--- config.mk ---
export PLATFORM = sky130hd
export DESIGN_NAME = ooo_core
export DESIGN_NICKNAME = d
export VERILOG_FILES = /design/src/ooo_pkg.sv /design/src/inst_decode.sv /design/src/register_rename.sv /design/src/reorder_buffer.sv /design/src/reservation_station.sv /design/src/alu_unit.sv /design/src/ooo_core.sv
export SDC_FILE = /design/constraint.sdc
export NUM_CORES = 2
export LEC_CHECK = 0
export ABC_CLOCK_PERIOD_IN_PS = 33500
export BUFFER_PORTS_ARGS = -buffer_cell sky130_fd_sc_hd__buf_4
export CORE_UTILIZATION = 58
export CTS_CLUSTER_DIAMETER = 120
export DETAILED_ROUTE_END_ITERATION = 6
export HOLD_SLACK_MARGIN = 0.02
export PLACE_DENSITY_LB_ADDON = 0.08
export REMOVE_ABC_BUFFERS = 1
export SLEW_MARGIN = 0
export SYNTH_ARGS = -nofsm -noshare
export SYNTH_HDL_FRONTEND = slang
export SYNTH_SLANG_ARGS = --single-unit
--- constraint.sdc ---
create_clock -name clock -period 33.5 [get_ports clock]
set_input_delay 5.025 -clock clock [delete_from_list [all_inputs] [get_ports clock]]
set_output_delay 5.025 -clock clock [all_outputs]
set_load 0.1 [all_outputs]
--- src/ooo_pkg.sv ---
// Shared sizes, tag type and encodings for the out-of-order core
// Imported by every RTL module and the testbench
package ooo_pkg;

    //////////////////////////////
    // Datapath and register file
    //////////////////////////////

    // One machine word
    localparam int XLEN = 32;

    // Architectural registers x0..x31
    localparam int NUM_REGS  = 32;
    localparam int REG_IDX_W = 5;

    // x0 reads as zero, never renamed
    localparam logic [REG_IDX_W-1:0] ZERO_REG = 5'd0;

    //////////////////////////////
    // Window sizes
    //////////////////////////////

    // Reorder buffer, power of two so tags wrap freely
    localparam int ROB_DEPTH = 8;
    localparam int ROB_TAG_W = $clog2(ROB_DEPTH);

    // Reservation station slots
    localparam int RS_DEPTH = 4;
    localparam int RS_IDX_W = $clog2(RS_DEPTH);

    // Reorder buffer index, also the rename tag
    typedef logic [ROB_TAG_W-1:0] rob_tag_t;

    // ALU operations
    typedef enum logic [2:0] {
        ALU_ADD = 3'd0,
        ALU_SUB = 3'd1,
        ALU_AND = 3'd2,
        ALU_OR  = 3'd3,
        ALU_XOR = 3'd4
    } alu_op_e;

    // RV32I major opcodes that the core accepts
    typedef enum logic [6:0] {
        OPC_OP     = 7'b0110011,
        OPC_OP_IMM = 7'b0010011
    } rv_opcode_e;

endpackage

--- src/inst_decode.sv ---
// Combinational decoder for the supported RV32I integer subset
// Anything outside ADD/SUB/AND/OR/XOR/ADDI comes out flagged illegal
`timescale 1ns/1ns

module inst_decode
    import ooo_pkg::*;
(
    input  logic [31:0]          inst,
    output alu_op_e              dec_op,
    output logic [REG_IDX_W-1:0] dec_rd,
    output logic [REG_IDX_W-1:0] dec_rs1,
    output logic [REG_IDX_W-1:0] dec_rs2,
    output logic [XLEN-1:0]      dec_imm,
    output logic                 dec_use_imm,
    output logic                 dec_has_dest,
    output logic                 dec_illegal
);

    rv_opcode_e opcode;
    logic [2:0] funct3;
    logic [6:0] funct7;

    // Fixed RISC-V field positions
    assign opcode  = rv_opcode_e'(inst[6:0]);
    assign funct3  = inst[14:12];
    assign funct7  = inst[31:25];
    assign dec_rd  = inst[11:7];
    assign dec_rs1 = inst[19:15];
    assign dec_rs2 = inst[24:20];

    // I-type immediate, sign extended
    assign dec_imm = {{(XLEN-12){inst[31]}}, inst[31:20]};

    always_comb begin
        dec_op      = ALU_ADD;
        dec_use_imm = 1'b0;
        dec_illegal = 1'b0;
        case (opcode)
            OPC_OP: begin
                // funct7 picks SUB apart from ADD, must be zero elsewhere
                case ({funct7, funct3})
                    {7'b0000000, 3'b000}: dec_op = ALU_ADD;
                    {7'b0100000, 3'b000}: dec_op = ALU_SUB;
                    {7'b0000000, 3'b111}: dec_op = ALU_AND;
                    {7'b0000000, 3'b110}: dec_op = ALU_OR;
                    {7'b0000000, 3'b100}: dec_op = ALU_XOR;
                    default:              dec_illegal = 1'b1;
                endcase
            end
            OPC_OP_IMM: begin
                // Only ADDI from the immediate group
                dec_use_imm = 1'b1;
                dec_illegal = (funct3 != 3'b000);
            end
            default: dec_illegal = 1'b1;
        endcase
    end

    // x0 as target and illegal words write nothing
    assign dec_has_dest = !dec_illegal && (dec_rd != ZERO_REG);

endmodule

--- src/register_rename.sv ---
// Committed register file plus per-register producer tag map
// Dispatch marks rd pending on the new ROB tail, commit writes and clears it
`timescale 1ns/1ns

module register_rename
    import ooo_pkg::*;
(
    input  logic                 clock,
    input  logic                 rst_n,
    input  logic                 dispatch_fire,
    input  logic                 dec_has_dest,
    input  logic [REG_IDX_W-1:0] dec_rd,
    input  logic [REG_IDX_W-1:0] dec_rs1,
    input  logic [REG_IDX_W-1:0] dec_rs2,
    input  rob_tag_t             rob_tail_tag,
    input  logic                 commit_valid,
    input  logic                 commit_wr_en,
    input  logic [REG_IDX_W-1:0] commit_wr_idx,
    input  logic [XLEN-1:0]      commit_wr_data,
    input  rob_tag_t             commit_tag,
    output logic                 src1_pending,
    output logic                 src2_pending,
    output rob_tag_t             src1_tag,
    output rob_tag_t             src2_tag,
    output logic [XLEN-1:0]      src1_arch_value,
    output logic [XLEN-1:0]      src2_arch_value
);

    logic [XLEN-1:0]     arch_regs [NUM_REGS];
    logic [NUM_REGS-1:0] pending;
    rob_tag_t            map_tag   [NUM_REGS];

    // Source lookups see the state before this cycle's dispatch
    assign src1_pending    = pending[dec_rs1];
    assign src2_pending    = pending[dec_rs2];
    assign src1_tag        = map_tag[dec_rs1];
    assign src2_tag        = map_tag[dec_rs2];
    assign src1_arch_value = arch_regs[dec_rs1];
    assign src2_arch_value = arch_regs[dec_rs2];

    always_ff @(posedge clock or negedge rst_n) begin
        if (!rst_n) begin
            pending <= '0;
            for (int i = 0; i < NUM_REGS; i++) begin
                arch_regs[i] <= '0;
            end
        end else begin
            if (commit_valid && commit_wr_en) begin
                arch_regs[commit_wr_idx] <= commit_wr_data;
                // A younger producer may own the register by now
                if (pending[commit_wr_idx] && map_tag[commit_wr_idx] == commit_tag) begin
                    pending[commit_wr_idx] <= 1'b0;
                end
            end
            // New producer wins over a same-cycle commit
            if (dispatch_fire && dec_has_dest) begin
                pending[dec_rd] <= 1'b1;
            end
        end
    end

    // Youngest in-flight producer of each register
    always_ff @(posedge clock) begin
        if (dispatch_fire && dec_has_dest) begin
            map_tag[dec_rd] <= rob_tail_tag;
        end
    end

endmodule

--- src/reorder_buffer.sv ---
// Circular reorder buffer filled at dispatch and completed from the CDB
// Retires the head in order, one per cycle, and answers operand lookups
`timescale 1ns/1ns

module reorder_buffer
    import ooo_pkg::*;
(
    input  logic                 clock,
    input  logic                 rst_n,
    input  logic                 dispatch_fire,
    input  logic                 dec_has_dest,
    input  logic                 dec_illegal,
    input  logic [REG_IDX_W-1:0] dec_rd,
    input  logic                 cdb_valid,
    input  rob_tag_t             cdb_tag,
    input  logic [XLEN-1:0]      cdb_value,
    input  rob_tag_t             lookup1_tag,
    input  rob_tag_t             lookup2_tag,
    output logic                 lookup1_done,
    output logic                 lookup2_done,
    output logic [XLEN-1:0]      lookup1_value,
    output logic [XLEN-1:0]      lookup2_value,
    output rob_tag_t             rob_tail_tag,
    output logic                 rob_full,
    output logic                 commit_valid,
    output logic                 commit_wr_en,
    output logic                 commit_illegal,
    output logic [REG_IDX_W-1:0] commit_wr_idx,
    output logic [XLEN-1:0]      commit_wr_data,
    output rob_tag_t             commit_tag
);

    //////////////////////////////
    // Entry state
    //////////////////////////////

    logic [ROB_DEPTH-1:0] ent_valid;
    logic [ROB_DEPTH-1:0] ent_done;
    logic [ROB_DEPTH-1:0] ent_has_dest;
    logic [ROB_DEPTH-1:0] ent_illegal;
    logic [REG_IDX_W-1:0] ent_rd    [ROB_DEPTH];
    logic [XLEN-1:0]      ent_value [ROB_DEPTH];
    rob_tag_t             head;
    rob_tag_t             tail;

    // Tail caught up with a live head means no free slot
    assign rob_tail_tag = tail;
    assign rob_full     = ent_valid[tail];

    // Operand lookups for the RS
    assign lookup1_done  = ent_valid[lookup1_tag] && ent_done[lookup1_tag];
    assign lookup2_done  = ent_valid[lookup2_tag] && ent_done[lookup2_tag];
    assign lookup1_value = ent_value[lookup1_tag];
    assign lookup2_value = ent_value[lookup2_tag];

    // Head retires once its result is in
    assign commit_valid   = ent_valid[head] && ent_done[head];
    assign commit_wr_en   = commit_valid && ent_has_dest[head];
    assign commit_illegal = commit_valid && ent_illegal[head];
    assign commit_wr_idx  = ent_rd[head];
    assign commit_wr_data = ent_value[head];
    assign commit_tag     = head;

    //////////////////////////////
    // Allocate, complete, retire
    //////////////////////////////

    always_ff @(posedge clock or negedge rst_n) begin
        if (!rst_n) begin
            ent_valid <= '0;
            ent_done  <= '0;
            head      <= '0;
            tail      <= '0;
        end else begin
            if (cdb_valid) begin
                ent_done[cdb_tag] <= 1'b1;
            end
            // Illegal words have nothing to execute and start out done
            if (dispatch_fire) begin
                ent_valid[tail] <= 1'b1;
                ent_done[tail]  <= dec_illegal;
                tail            <= tail + 1'b1;
            end
            if (commit_valid) begin
                ent_valid[head] <= 1'b0;
                head            <= head + 1'b1;
            end
        end
    end

    // Entry payload and results from the CDB
    always_ff @(posedge clock) begin
        if (dispatch_fire) begin
            ent_has_dest[tail] <= dec_has_dest;
            ent_illegal[tail]  <= dec_illegal;
            ent_rd[tail]       <= dec_rd;
        end
        if (cdb_valid) begin
            ent_value[cdb_tag] <= cdb_value;
        end
    end

endmodule

--- src/reservation_station.sv ---
// Reservation station holding dispatched ops until both operands are known
// Snoops the CDB and issues the oldest ready entry to the ALU each cycle
`timescale 1ns/1ns

module reservation_station
    import ooo_pkg::*;
(
    input  logic            clock,
    input  logic            rst_n,
    input  logic            dispatch_fire,
    input  logic            dec_illegal,
    input  alu_op_e         dec_op,
    input  logic [XLEN-1:0] dec_imm,
    input  logic            dec_use_imm,
    input  rob_tag_t        rob_tail_tag,
    input  logic            src1_pending,
    input  logic            src2_pending,
    input  rob_tag_t        src1_tag,
    input  rob_tag_t        src2_tag,
    input  logic [XLEN-1:0] src1_arch_value,
    input  logic [XLEN-1:0] src2_arch_value,
    input  logic            lookup1_done,
    input  logic            lookup2_done,
    input  logic [XLEN-1:0] lookup1_value,
    input  logic [XLEN-1:0] lookup2_value,
    input  logic            cdb_valid,
    input  rob_tag_t        cdb_tag,
    input  logic [XLEN-1:0] cdb_value,
    output logic            rs_full,
    output logic            issue_valid,
    output alu_op_e         issue_op,
    output logic [XLEN-1:0] issue_a,
    output logic [XLEN-1:0] issue_b,
    output rob_tag_t        issue_tag
);

    logic [RS_DEPTH-1:0] ent_valid, ent_rdy1, ent_rdy2;
    logic [RS_DEPTH-1:0] cap1, cap2;
    logic [RS_IDX_W-1:0] ent_age [RS_DEPTH];
    alu_op_e             ent_op  [RS_DEPTH];
    logic [XLEN-1:0]     ent_v1  [RS_DEPTH];
    logic [XLEN-1:0]     ent_v2  [RS_DEPTH];
    rob_tag_t            ent_t1  [RS_DEPTH];
    rob_tag_t            ent_t2  [RS_DEPTH];
    rob_tag_t            ent_tag [RS_DEPTH];

    logic                alloc_fire, issue_fire;
    logic [RS_IDX_W-1:0] alloc_idx, issue_idx;
    logic [RS_IDX_W:0]   occupied, new_age;
    logic [XLEN:0]       op1, op2;

    // Ready/value for one source: arch file, finished ROB entry or live CDB
    function automatic logic [XLEN:0] resolve(
        input logic pending, input rob_tag_t tag, input logic [XLEN-1:0] arch,
        input logic rob_done, input logic [XLEN-1:0] rob_value,
        input logic bus_valid, input rob_tag_t bus_tag, input logic [XLEN-1:0] bus_value
    );
        if (!pending) return {1'b1, arch};
        if (rob_done) return {1'b1, rob_value};
        if (bus_valid && bus_tag == tag) return {1'b1, bus_value};
        return {1'b0, arch};
    endfunction

    // Bit XLEN is the ready flag
    assign op1 = resolve(src1_pending, src1_tag, src1_arch_value, lookup1_done,
                         lookup1_value, cdb_valid, cdb_tag, cdb_value);
    // ADDI takes the immediate in place of rs2
    assign op2 = dec_use_imm ? {1'b1, dec_imm}
               : resolve(src2_pending, src2_tag, src2_arch_value, lookup2_done,
                         lookup2_value, cdb_valid, cdb_tag, cdb_value);

    // Illegal words skip the RS, the ROB completes them alone
    assign alloc_fire = dispatch_fire && !dec_illegal;
    assign rs_full    = &ent_valid;

    always_comb begin
        alloc_idx  = '0;
        issue_idx  = '0;
        issue_fire = 1'b0;
        occupied   = '0;
        for (int i = RS_DEPTH - 1; i >= 0; i--) begin
            if (!ent_valid[i]) alloc_idx = RS_IDX_W'(i);
            occupied = occupied + ent_valid[i];
            cap1[i] = ent_valid[i] && !ent_rdy1[i] && cdb_valid && cdb_tag == ent_t1[i];
            cap2[i] = ent_valid[i] && !ent_rdy2[i] && cdb_valid && cdb_tag == ent_t2[i];
        end
        // Lowest age is the oldest waiting entry
        for (int i = 0; i < RS_DEPTH; i++) begin
            if (ent_valid[i] && ent_rdy1[i] && ent_rdy2[i] &&
                (!issue_fire || ent_age[i] < ent_age[issue_idx])) begin
                issue_fire = 1'b1;
                issue_idx  = RS_IDX_W'(i);
            end
        end
        // Newcomer ranks behind whatever stays
        new_age = occupied - {{RS_IDX_W{1'b0}}, issue_fire};
    end

    assign issue_valid = issue_fire;
    assign issue_op    = ent_op[issue_idx];
    assign issue_a     = ent_v1[issue_idx];
    assign issue_b     = ent_v2[issue_idx];
    assign issue_tag   = ent_tag[issue_idx];

    always_ff @(posedge clock or negedge rst_n) begin
        if (!rst_n) begin
            ent_valid <= '0;
            ent_rdy1  <= '0;
            ent_rdy2  <= '0;
            for (int i = 0; i < RS_DEPTH; i++) ent_age[i] <= '0;
        end else begin
            for (int i = 0; i < RS_DEPTH; i++) begin
                if (cap1[i]) ent_rdy1[i] <= 1'b1;
                if (cap2[i]) ent_rdy2[i] <= 1'b1;
                // Younger entries move up when one leaves
                if (issue_fire && issue_idx == RS_IDX_W'(i)) begin
                    ent_valid[i] <= 1'b0;
                end else if (issue_fire && ent_age[i] > ent_age[issue_idx]) begin
                    ent_age[i] <= ent_age[i] - 1'b1;
                end
            end
            if (alloc_fire) begin
                ent_valid[alloc_idx] <= 1'b1;
                ent_rdy1[alloc_idx]  <= op1[XLEN];
                ent_rdy2[alloc_idx]  <= op2[XLEN];
                ent_age[alloc_idx]   <= new_age[RS_IDX_W-1:0];
            end
        end
    end

    // Operand payload and tags
    always_ff @(posedge clock) begin
        for (int i = 0; i < RS_DEPTH; i++) begin
            if (cap1[i]) ent_v1[i] <= cdb_value;
            if (cap2[i]) ent_v2[i] <= cdb_value;
        end
        if (alloc_fire) begin
            ent_op[alloc_idx]  <= dec_op;
            ent_v1[alloc_idx]  <= op1[XLEN-1:0];
            ent_v2[alloc_idx]  <= op2[XLEN-1:0];
            ent_t1[alloc_idx]  <= src1_tag;
            ent_t2[alloc_idx]  <= src2_tag;
            ent_tag[alloc_idx] <= rob_tail_tag;
        end
    end

endmodule

--- src/alu_unit.sv ---
// Single integer ALU with a registered result
// Its output register is the common data bus, one broadcast per cycle
`timescale 1ns/1ns

module alu_unit
    import ooo_pkg::*;
(
    input  logic            clock,
    input  logic            rst_n,
    input  logic            issue_valid,
    input  alu_op_e         issue_op,
    input  logic [XLEN-1:0] issue_a,
    input  logic [XLEN-1:0] issue_b,
    input  rob_tag_t        issue_tag,
    output logic            cdb_valid,
    output rob_tag_t        cdb_tag,
    output logic [XLEN-1:0] cdb_value
);

    logic [XLEN-1:0] result;

    always_comb begin
        case (issue_op)
            ALU_ADD: result = issue_a + issue_b;
            ALU_SUB: result = issue_a - issue_b;
            ALU_AND: result = issue_a & issue_b;
            ALU_OR:  result = issue_a | issue_b;
            ALU_XOR: result = issue_a ^ issue_b;
            default: result = '0;
        endcase
    end

    // Broadcast one cycle after issue
    always_ff @(posedge clock or negedge rst_n) begin
        if (!rst_n) begin
            cdb_valid <= 1'b0;
        end else begin
            cdb_valid <= issue_valid;
        end
    end

    always_ff @(posedge clock) begin
        if (issue_valid) begin
            cdb_tag   <= issue_tag;
            cdb_value <= result;
        end
    end

endmodule

--- src/ooo_core.sv ---
// Top of the out-of-order core: decode, rename, RS, ALU/CDB and ROB
// Takes one instruction per cycle and reports in-order commits
`timescale 1ns/1ns

module ooo_core
    import ooo_pkg::*;
(
    input  logic                 clock,
    input  logic                 rst_n,
    input  logic                 inst_valid,
    input  logic [31:0]          inst,
    output logic                 dispatch_stall,
    output logic                 commit_valid,
    output logic                 commit_wr_en,
    output logic                 commit_illegal,
    output logic [REG_IDX_W-1:0] commit_wr_idx,
    output logic [XLEN-1:0]      commit_wr_data
);

    alu_op_e              dec_op;
    logic [REG_IDX_W-1:0] dec_rd, dec_rs1, dec_rs2;
    logic [XLEN-1:0]      dec_imm;
    logic                 dec_use_imm, dec_has_dest, dec_illegal;

    logic                 src1_pending, src2_pending;
    rob_tag_t             src1_tag, src2_tag;
    logic [XLEN-1:0]      src1_arch_value, src2_arch_value;

    logic                 lookup1_done, lookup2_done;
    logic [XLEN-1:0]      lookup1_value, lookup2_value;
    rob_tag_t             rob_tail_tag, commit_tag;
    logic                 rob_full, rs_full, dispatch_fire;

    logic                 issue_valid, cdb_valid;
    alu_op_e              issue_op;
    logic [XLEN-1:0]      issue_a, issue_b, cdb_value;
    rob_tag_t             issue_tag, cdb_tag;

    //////////////////////////////
    // Dispatch enable
    //////////////////////////////

    // Illegal words need a ROB slot only
    assign dispatch_stall = rob_full || (rs_full && !dec_illegal);
    assign dispatch_fire  = inst_valid && !dispatch_stall;

    inst_decode u_decode (
        .inst(inst), .dec_op(dec_op),
        .dec_rd(dec_rd), .dec_rs1(dec_rs1), .dec_rs2(dec_rs2),
        .dec_imm(dec_imm), .dec_use_imm(dec_use_imm),
        .dec_has_dest(dec_has_dest), .dec_illegal(dec_illegal)
    );

    register_rename u_rename (
        .clock(clock), .rst_n(rst_n),
        .dispatch_fire(dispatch_fire), .dec_has_dest(dec_has_dest),
        .dec_rd(dec_rd), .dec_rs1(dec_rs1), .dec_rs2(dec_rs2),
        .rob_tail_tag(rob_tail_tag),
        .commit_valid(commit_valid), .commit_wr_en(commit_wr_en),
        .commit_wr_idx(commit_wr_idx), .commit_wr_data(commit_wr_data),
        .commit_tag(commit_tag),
        .src1_pending(src1_pending), .src2_pending(src2_pending),
        .src1_tag(src1_tag), .src2_tag(src2_tag),
        .src1_arch_value(src1_arch_value), .src2_arch_value(src2_arch_value)
    );

    // Lookups follow the rename tags of the current sources
    reorder_buffer u_rob (
        .clock(clock), .rst_n(rst_n),
        .dispatch_fire(dispatch_fire), .dec_has_dest(dec_has_dest),
        .dec_illegal(dec_illegal), .dec_rd(dec_rd),
        .cdb_valid(cdb_valid), .cdb_tag(cdb_tag), .cdb_value(cdb_value),
        .lookup1_tag(src1_tag), .lookup2_tag(src2_tag),
        .lookup1_done(lookup1_done), .lookup2_done(lookup2_done),
        .lookup1_value(lookup1_value), .lookup2_value(lookup2_value),
        .rob_tail_tag(rob_tail_tag), .rob_full(rob_full),
        .commit_valid(commit_valid), .commit_wr_en(commit_wr_en),
        .commit_illegal(commit_illegal), .commit_wr_idx(commit_wr_idx),
        .commit_wr_data(commit_wr_data), .commit_tag(commit_tag)
    );

    reservation_station u_rs (
        .clock(clock), .rst_n(rst_n),
        .dispatch_fire(dispatch_fire), .dec_illegal(dec_illegal),
        .dec_op(dec_op), .dec_imm(dec_imm), .dec_use_imm(dec_use_imm),
        .rob_tail_tag(rob_tail_tag),
        .src1_pending(src1_pending), .src2_pending(src2_pending),
        .src1_tag(src1_tag), .src2_tag(src2_tag),
        .src1_arch_value(src1_arch_value), .src2_arch_value(src2_arch_value),
        .lookup1_done(lookup1_done), .lookup2_done(lookup2_done),
        .lookup1_value(lookup1_value), .lookup2_value(lookup2_value),
        .cdb_valid(cdb_valid), .cdb_tag(cdb_tag), .cdb_value(cdb_value),
        .rs_full(rs_full),
        .issue_valid(issue_valid), .issue_op(issue_op),
        .issue_a(issue_a), .issue_b(issue_b), .issue_tag(issue_tag)
    );

    alu_unit u_alu (
        .clock(clock), .rst_n(rst_n),
        .issue_valid(issue_valid), .issue_op(issue_op),
        .issue_a(issue_a), .issue_b(issue_b), .issue_tag(issue_tag),
        .cdb_valid(cdb_valid), .cdb_tag(cdb_tag), .cdb_value(cdb_value)
    );

endmodule

# ---- Yosys cells after proc, flatten, opt, wreduce, memory -nomap -nowiden
# Memories as Yosys holds them, arrays and structs flattened. A register that Yosys moved wholly into a read port is not among the register bits.
# Cells that the tools add are included.
dict set report word_totals {
  output_inout_bits 41
  input_bits 35
  ramBits 696
  memories 9
  ff_bits 1147
  latch_bits 0
  wordCells 389
  rom_bits 0
}
dict set report op_classes {
  mul 0
  n_bitwise 18
  n_mux 157
  div_mod_pow 0
  n_addsub 12
  n_eq_ne 24
  order_cmp 32
  n_reduce_logical 89
  n_shift 0
}
# name words word_bits rd rd_ports_with_merged_regs wr line
set memory_table {}
lappend memory_table {u_rob.ent_value 8 32 3 0 1 reorder_buffer.sv:42} ;# logic [XLEN-1:0] ent_value [ROB_DEPTH];
lappend memory_table {u_rs.ent_v1 4 32 1 0 5 reservation_station.sv:41} ;# logic [XLEN-1:0] ent_v1 [RS_DEPTH];
lappend memory_table {u_rs.ent_v2 4 32 1 0 5 reservation_station.sv:42} ;# logic [XLEN-1:0] ent_v2 [RS_DEPTH];
lappend memory_table {u_rename.map_tag 32 3 3 0 1 register_rename.sv:31} ;# rob_tag_t map_tag [NUM_REGS];
lappend memory_table {u_rob.ent_rd 8 5 1 0 1 reorder_buffer.sv:41} ;# logic [REG_IDX_W-1:0] ent_rd [ROB_DEPTH];
lappend memory_table {u_rs.ent_op 4 3 1 0 1 reservation_station.sv:40} ;# alu_op_e ent_op [RS_DEPTH];
lappend memory_table {{+3 memories} n/a n/a n/a n/a n/a n/a}
# cell count
set ops {}
lappend ops {{1024-bit bitwise mux} 1}
lappend ops {{33-bit two-way mux} 13}
lappend ops {{32-bit binary-select mux with 5-bit select} 2}
lappend ops {{32-bit two-way mux} 8}
lappend ops {{32-bit demux with 5-bit select} 1}
lappend ops {{32-bit one-hot mux with 5 select lines} 1}
lappend ops {{1-bit two-way mux} 71}
lappend ops {{1-bit logical AND} 65}
lappend ops {{32-bit bitwise AND} 2}
lappend ops {{32-bit bitwise OR} 2}
lappend ops {{2-bit two-way mux} 21}
lappend ops {{8-bit two-way mux} 5}
lappend ops {{3-bit == test} 11}
lappend ops {{32-bit adder} 1}
lappend ops {{8-bit bitwise mux} 4}
lappend ops {{32-bit NOT} 1}
lappend ops {{32-bit subtractor} 1}
lappend ops {{32-bit bitwise XOR} 1}
lappend ops {{10-bit by 3-bit == test with 1-bit output, second input constant} 3}
lappend ops {{1-bit binary-select mux with 3-bit select} 9}
lappend ops {{5-bit by 6-bit less-than comparator with 1-bit output, second input constant} 4}
lappend ops {{3-bit by 4-bit less-than comparator with 1-bit output, second input constant} 5}
lappend ops {{6-bit greater-or-equal comparator, second input constant} 3}
lappend ops {{5-bit NOT with 6-bit output} 3}
lappend ops {{other kinds (48)} 94}

# ---- Logic depth before layout (Yosys ltp)
dict set report logic_depth {
  word_depth 33
  depth_mapped 53
  mapped_depth_nobuf 41
}

# ---- Modules after synthesis
# Synthesis repeated with hierarchy kept, for this count alone.
dict set report unflattened {
  cells_unflattened 6851
  hier_area_um2 100843.0
}
# module cells_each area_each_um2 seq_area_each_um2 n_inst
set modules_own_cells {}
lappend modules_own_cells {register_rename 3670 61726.7 29308.1 1}
lappend modules_own_cells {reorder_buffer 841 16946.3 9919.5 1}
lappend modules_own_cells {reservation_station 1624 16373.2 9629.2 1}
lappend modules_own_cells {alu_unit 646 5252.5 1076.0 1}
lappend modules_own_cells {inst_decode 66 515.5 0.0 1}
lappend modules_own_cells {ooo_core 4 28.8 0.0 1}

# ---- Least setup slack after synthesis
# No wires, ideal clock.
dict set report synth_timing {
  path_type {in2out}
  start {input inst[5]}
  end {output dispatch_stall}
  arrival_time_ns 8.902
  path_buffers 1
  cell_stages 5
  t_required_ns 28.475
  path_slack_ns 19.573
  cell_sequence {or4_1 -> a2111oi_0 -> clkbuf_1 -> inv_1 -> o31ai_1}
}
dict set report synth_between {
  elab_chain_cells 5
  word_cells_on_any_way 6
  cone_classes {eq/ne (2); mux (1); reduce/logical (3)}
}
# item line
set synth_lines {}
lappend synth_lines {{from (decl)} ooo_core.sv:11} ;# input logic [31:0] inst,
lappend synth_lines {{7-bit by 5-bit == test with 1-bit output / 7-bit by 6-bit == test with 1-bit output (equally long branches)} inst_decode.sv:38} ;# case (opcode)
lappend synth_lines {{1-bit one-hot mux with 2 select lines (*)} inst_decode.sv:38}
lappend synth_lines {{named net dec_illegal} ooo_core.sv:23} ;# logic dec_use_imm, dec_has_dest, dec_illegal;
lappend synth_lines {{1-bit zero test (*)} ooo_core.sv:44} ;# assign dispatch_stall = rob_full || (rs_full && !dec_illegal);
lappend synth_lines {{1-bit logical AND (*)} ooo_core.sv:44}
lappend synth_lines {{1-bit logical OR (*)} ooo_core.sv:44}
lappend synth_lines {{to (decl)} ooo_core.sv:12} ;# output logic dispatch_stall,
# The timed path passes the listed nets; every way through them passes the cells marked *.

# ---- Final worst setup path
dict set report layout_timing {
  start {input inst[25]}
  end {output dispatch_stall}
}
dict set report layout_between {
  elab_chain_cells 7
  word_cells_on_any_way 11
  cone_classes {eq/ne (4); mux (2); reduce/logical (5)}
}
# item line
set layout_lines {}
lappend layout_lines {{10-bit by 9-bit == test with 1-bit output, or another cell as far along} inst_decode.sv:41} ;# case ({funct7, funct3})
lappend layout_lines {{5-bit OR reduction (no line) (*)} n/a}
lappend layout_lines {{1-bit two-way mux (*)} inst_decode.sv:41}
lappend layout_lines {{1-bit one-hot mux with 2 select lines (*)} inst_decode.sv:38}
lappend layout_lines {{named net dec_illegal} ooo_core.sv:23}
lappend layout_lines {{1-bit zero test (*)} ooo_core.sv:44}
lappend layout_lines {{1-bit logical AND (*)} ooo_core.sv:44}
lappend layout_lines {{1-bit logical OR (*)} ooo_core.sv:44}
# Marked as above.

==> key figures <==
Detailed routing
  – Drt first pass iters: 7
  – Vias per inst: 6.932
  – Initial drt markers: 10.44k
  – Remaining antenna violation count: 0
  – DRC Markers: 1
  – Final wirelength: 323.0 mm
  – Via count: 73.24k
  – DR WL/cell: 30.57 um

Worst hold path
  – Min-Delay Path Depth: 2
  – Beginning of the worst hold path: u_rename.arch_regs[946]
  – Hold EP: u_rename.arch_regs[946]
  – Min-Delay Path Class: flop to flop

Global route
  – Pin count of the biggest net entering global routing: 184
  – GRT Residual Overflow: 0
  – GRT Util Overall: 37.88%
  – Vias in the first global route: 71.75k
  – First-pass GRT wire length: 479.1 mm
  – Antenna violations before repair: 7

Logic synthesis
  – Register area share after synthesis: 50.52%
  – Synth Warn #: 0
  – Ys async rst share: 59.53%
  – Area of the mapped netlist: 98,840 um2
  – Synth top cells by count: nand2_1, o21ai_0, dfrtp_1
  – Avg Cell Area, Syn: 11.66 um2
  – Count leader, synth: nand2_1
  – Gate Count Post-Synth: 8,478
  – EDFF count, synth: 747
  – Synth top area share: 27.82%
  – Synth Flop Type: dfrtp_1
  – Synth top area cells: dfrtp_1, edfxtp_1, mux4_2, nand2_1, o21ai_0
  – Post-synth cell types: 81
  – Yosys top cell by area: dfrtp_1
  – #FFs+latches synth: 1,846

STA
  – Crit share post-route: 40.26%
  – Fmax: 74.15 MHz
  – Shortest period the worst path allows: 13.49 ns
  – Hold Violations, Final: 0
  – Worst Skew: 0.03550 ns
  – Slew Limit Headroom: 6.717%
  – Slew @ Worst Pin: 1.389 ns
  – Unrepaired setup endpoints after global routing: false
  – Fin Hold WS: 0.4958 ns
  – Finish-stage setup viols: 0
  – Pins Over Slew Limit: 0
  – Post-route setup TNS: 0 ns

Setup path
  – Crit path capture type: output port
  – CP required: 28.47 ns
  – Worst Setup SP: inst[25]
  – CP Class: primary input to output port
  – CP Max Fanout: 12
  – R2R Setup Slk: 22.37 ns
  – Critical path arrival: 8.46 ns
  – Reg-to-Reg End: u_alu.cdb_value[31]
  – Element type at the critical path start: primary input
  – Register-to-Register Path Depth: 35
  – Worst R2R Start: u_rs.ent_age[5]

Clock network
  – CTS Buf Count: 195
  – Setup repair bufs after CTS: 0
  – CTS clk-pin slew, worst paths: 0.06 ns
  – CTS tree: done
  – Skew-Pair Late Insertion Delay: 0.87 ns
  – Sink Count: 1,846
  – Root Buffer: clkbuf_16
  – H-tree Lvls: 4
  – PostCTS Resize Cnt: 0
  – CTS Hold Bufs: 0
  – Worst-case clock buffer depth: 3

Job
  – Max-cap viol count: 0

Pwr
  – Leak: 43.23 nW
  – Internal: 5.106 mW
  – Power share of the combinational group: 37.5%
  – Sequential Power Share: 35.6%
  – Sw frac: 39.72%
  – Pwr dens: 78.12 nW/um2
  – Clk pwr share: 27.0%
  – Net Switching: 3.364 mW
  – Peak VDD IR: 100.3 uV

Floorplanning
  – # rows: 151
  – Chip height: 414.8 um
  – Initial Util: 58.39%
  – IO Pins: 76
  – Die width: 414.8 um
  – Die footprint: 172,100 um2
  – Core area: 169,300 um2

Finish
  – Final Util: 64.05%
  – Fraction of final layout cells sized beyond drive strength 1: 19.19%
  – Fillers: 12.94k
  – Final instance area: 108,400 um2
  – P&R area growth vs syn: 9.701%
  – Nets: 8,321
  – Layout Cells excl Fill: 10.57k

Placement
  – I/O Buffers: 75
  – Placed Instances: 10.19k
  – Dpl cell area: 101,700 um2
  – Post-detail-place hpwl: 190.8 mm
  – GPL Wtd Cong: 0.9367

Status
  – Violated checks: DRC
  – Outcome: complete, but fails checks
cell usage in the layout, fill, tap and decap left out, types with 33 or more instances in the layout:
master,netlist,routed
nand2_1,1808,1774
o21ai_0,1325,1325
dfrtp_1,1099,1096
mux4_2,845,845
edfxtp_1,747,747
mux2i_1,329,288
buf_4,10,233
clkbuf_16,0,200
nor2_1,202,192
a21oi_1,186,186
nand3_1,177,175
inv_1,124,122
ha_1,111,111
o31ai_1,81,81
nor3_1,82,79
xnor2_1,67,67
a31oi_1,58,58
a211oi_1,47,43
mux2_2,39,39
nor2b_1,39,38
clkbuf_1,587,37
clkinv_2,0,37
mux2i_4,1,35
nand2_4,0,33
a22oi_1,33,33
logic make-up after synthesis:
logic type	count (synthesis)	synth area share (%)
compound gates	1901	10.66
xor+xnor	99	0.8772
fa+ha+maj	113	1.446
buf+inv	886	3.467
flops	1846	50.52
mux	1216	23.08
other cells	1	0.003794
simple gates	2416	9.942
power by group through the flow:
| stage | combinational [mW] | clock [mW] | sequential [mW] |
|---|---|---|---|
| CTS | 3.12 | 2.29 | 3.00 |
| global placement | 3.04 | 0 | 3.01 |
| global route | 3.37 | 2.38 | 3.05 |
| floorplan | 2.00 | 0 | 2.97 |
| finish | 3.17 | 2.28 | 3.01 |
| detailed placement | 3.10 | 0 | 3.04 |
flip-flops by register name, indices dropped and copies added, names as in the netlist, 32 cells and up:
register and count:
u_rename.pending 32, u_rob.ent_rd 40, u_rs.ent_v2 128, u_rename.arch_regs 1024
u_rs.ent_v1 128, u_rob.ent_value 256, u_rename.map_tag 96, u_alu.cdb_value 32
critical path: stages:
cell and delay, ns:
buf_4 0.12, nor4_2 0.89, nand3_1 0.42, a2111oi_2 0.80
buf_4 0.33, inv_1 0.20, o31ai_1 0.33, buf_4 0.35
area by class of cell:
type / count / area (um2) / area share, %
clock buffer: 267 / 5557 / 5.125
antenna: 4 / 10.01 / 0.009231
inverter: 132 / 498.0 / 0.4593
clock inverter: 100 / 1180 / 1.088
tap: 2218 / 2775 / 2.559
multi-input combinational: 5748 / 46420 / 42.81
sequential: 1846 / 49940 / 46.06
timing repair buffer: 250 / 2047 / 1.888
how the worst max path moves through the flow:
stage	depth (start not counted)	end	slack, ns
6_report	8	dispatch_stall	20.01
4_1_cts	8	dispatch_stall	20.13
2_1_floorplan	10	u_rs.ent_v2[3][22]	17.42
5_1_grt	8	dispatch_stall	20.14
3_3_place_gp	8	dispatch_stall	20.17
3_5_place_dp	8	dispatch_stall	20.14
routing by layer:
metal | vias to the layer above | global-route usage, % | routed length (um)
met1 | 37240 | 52.98 | 124800
met5 | - | 0 | 38
li1 | 30810 | - | -
met4 | 6 | 16.02 | 15090
met3 | 814 | 9.155 | 36780
met2 | 4369 | 57.23 | 146300
stage by stage:
stage | total power, mW | setup WS (ns)
floorplan | 4.976 | 17.42
global placement | 6.057 | 20.17
detailed placement | 6.144 | 20.14
CTS | 8.411 | 20.13
global route | 8.805 | 20.14
finish | 8.470 | 20.01
Note: power is estimated with default switching activity, not from simulation.
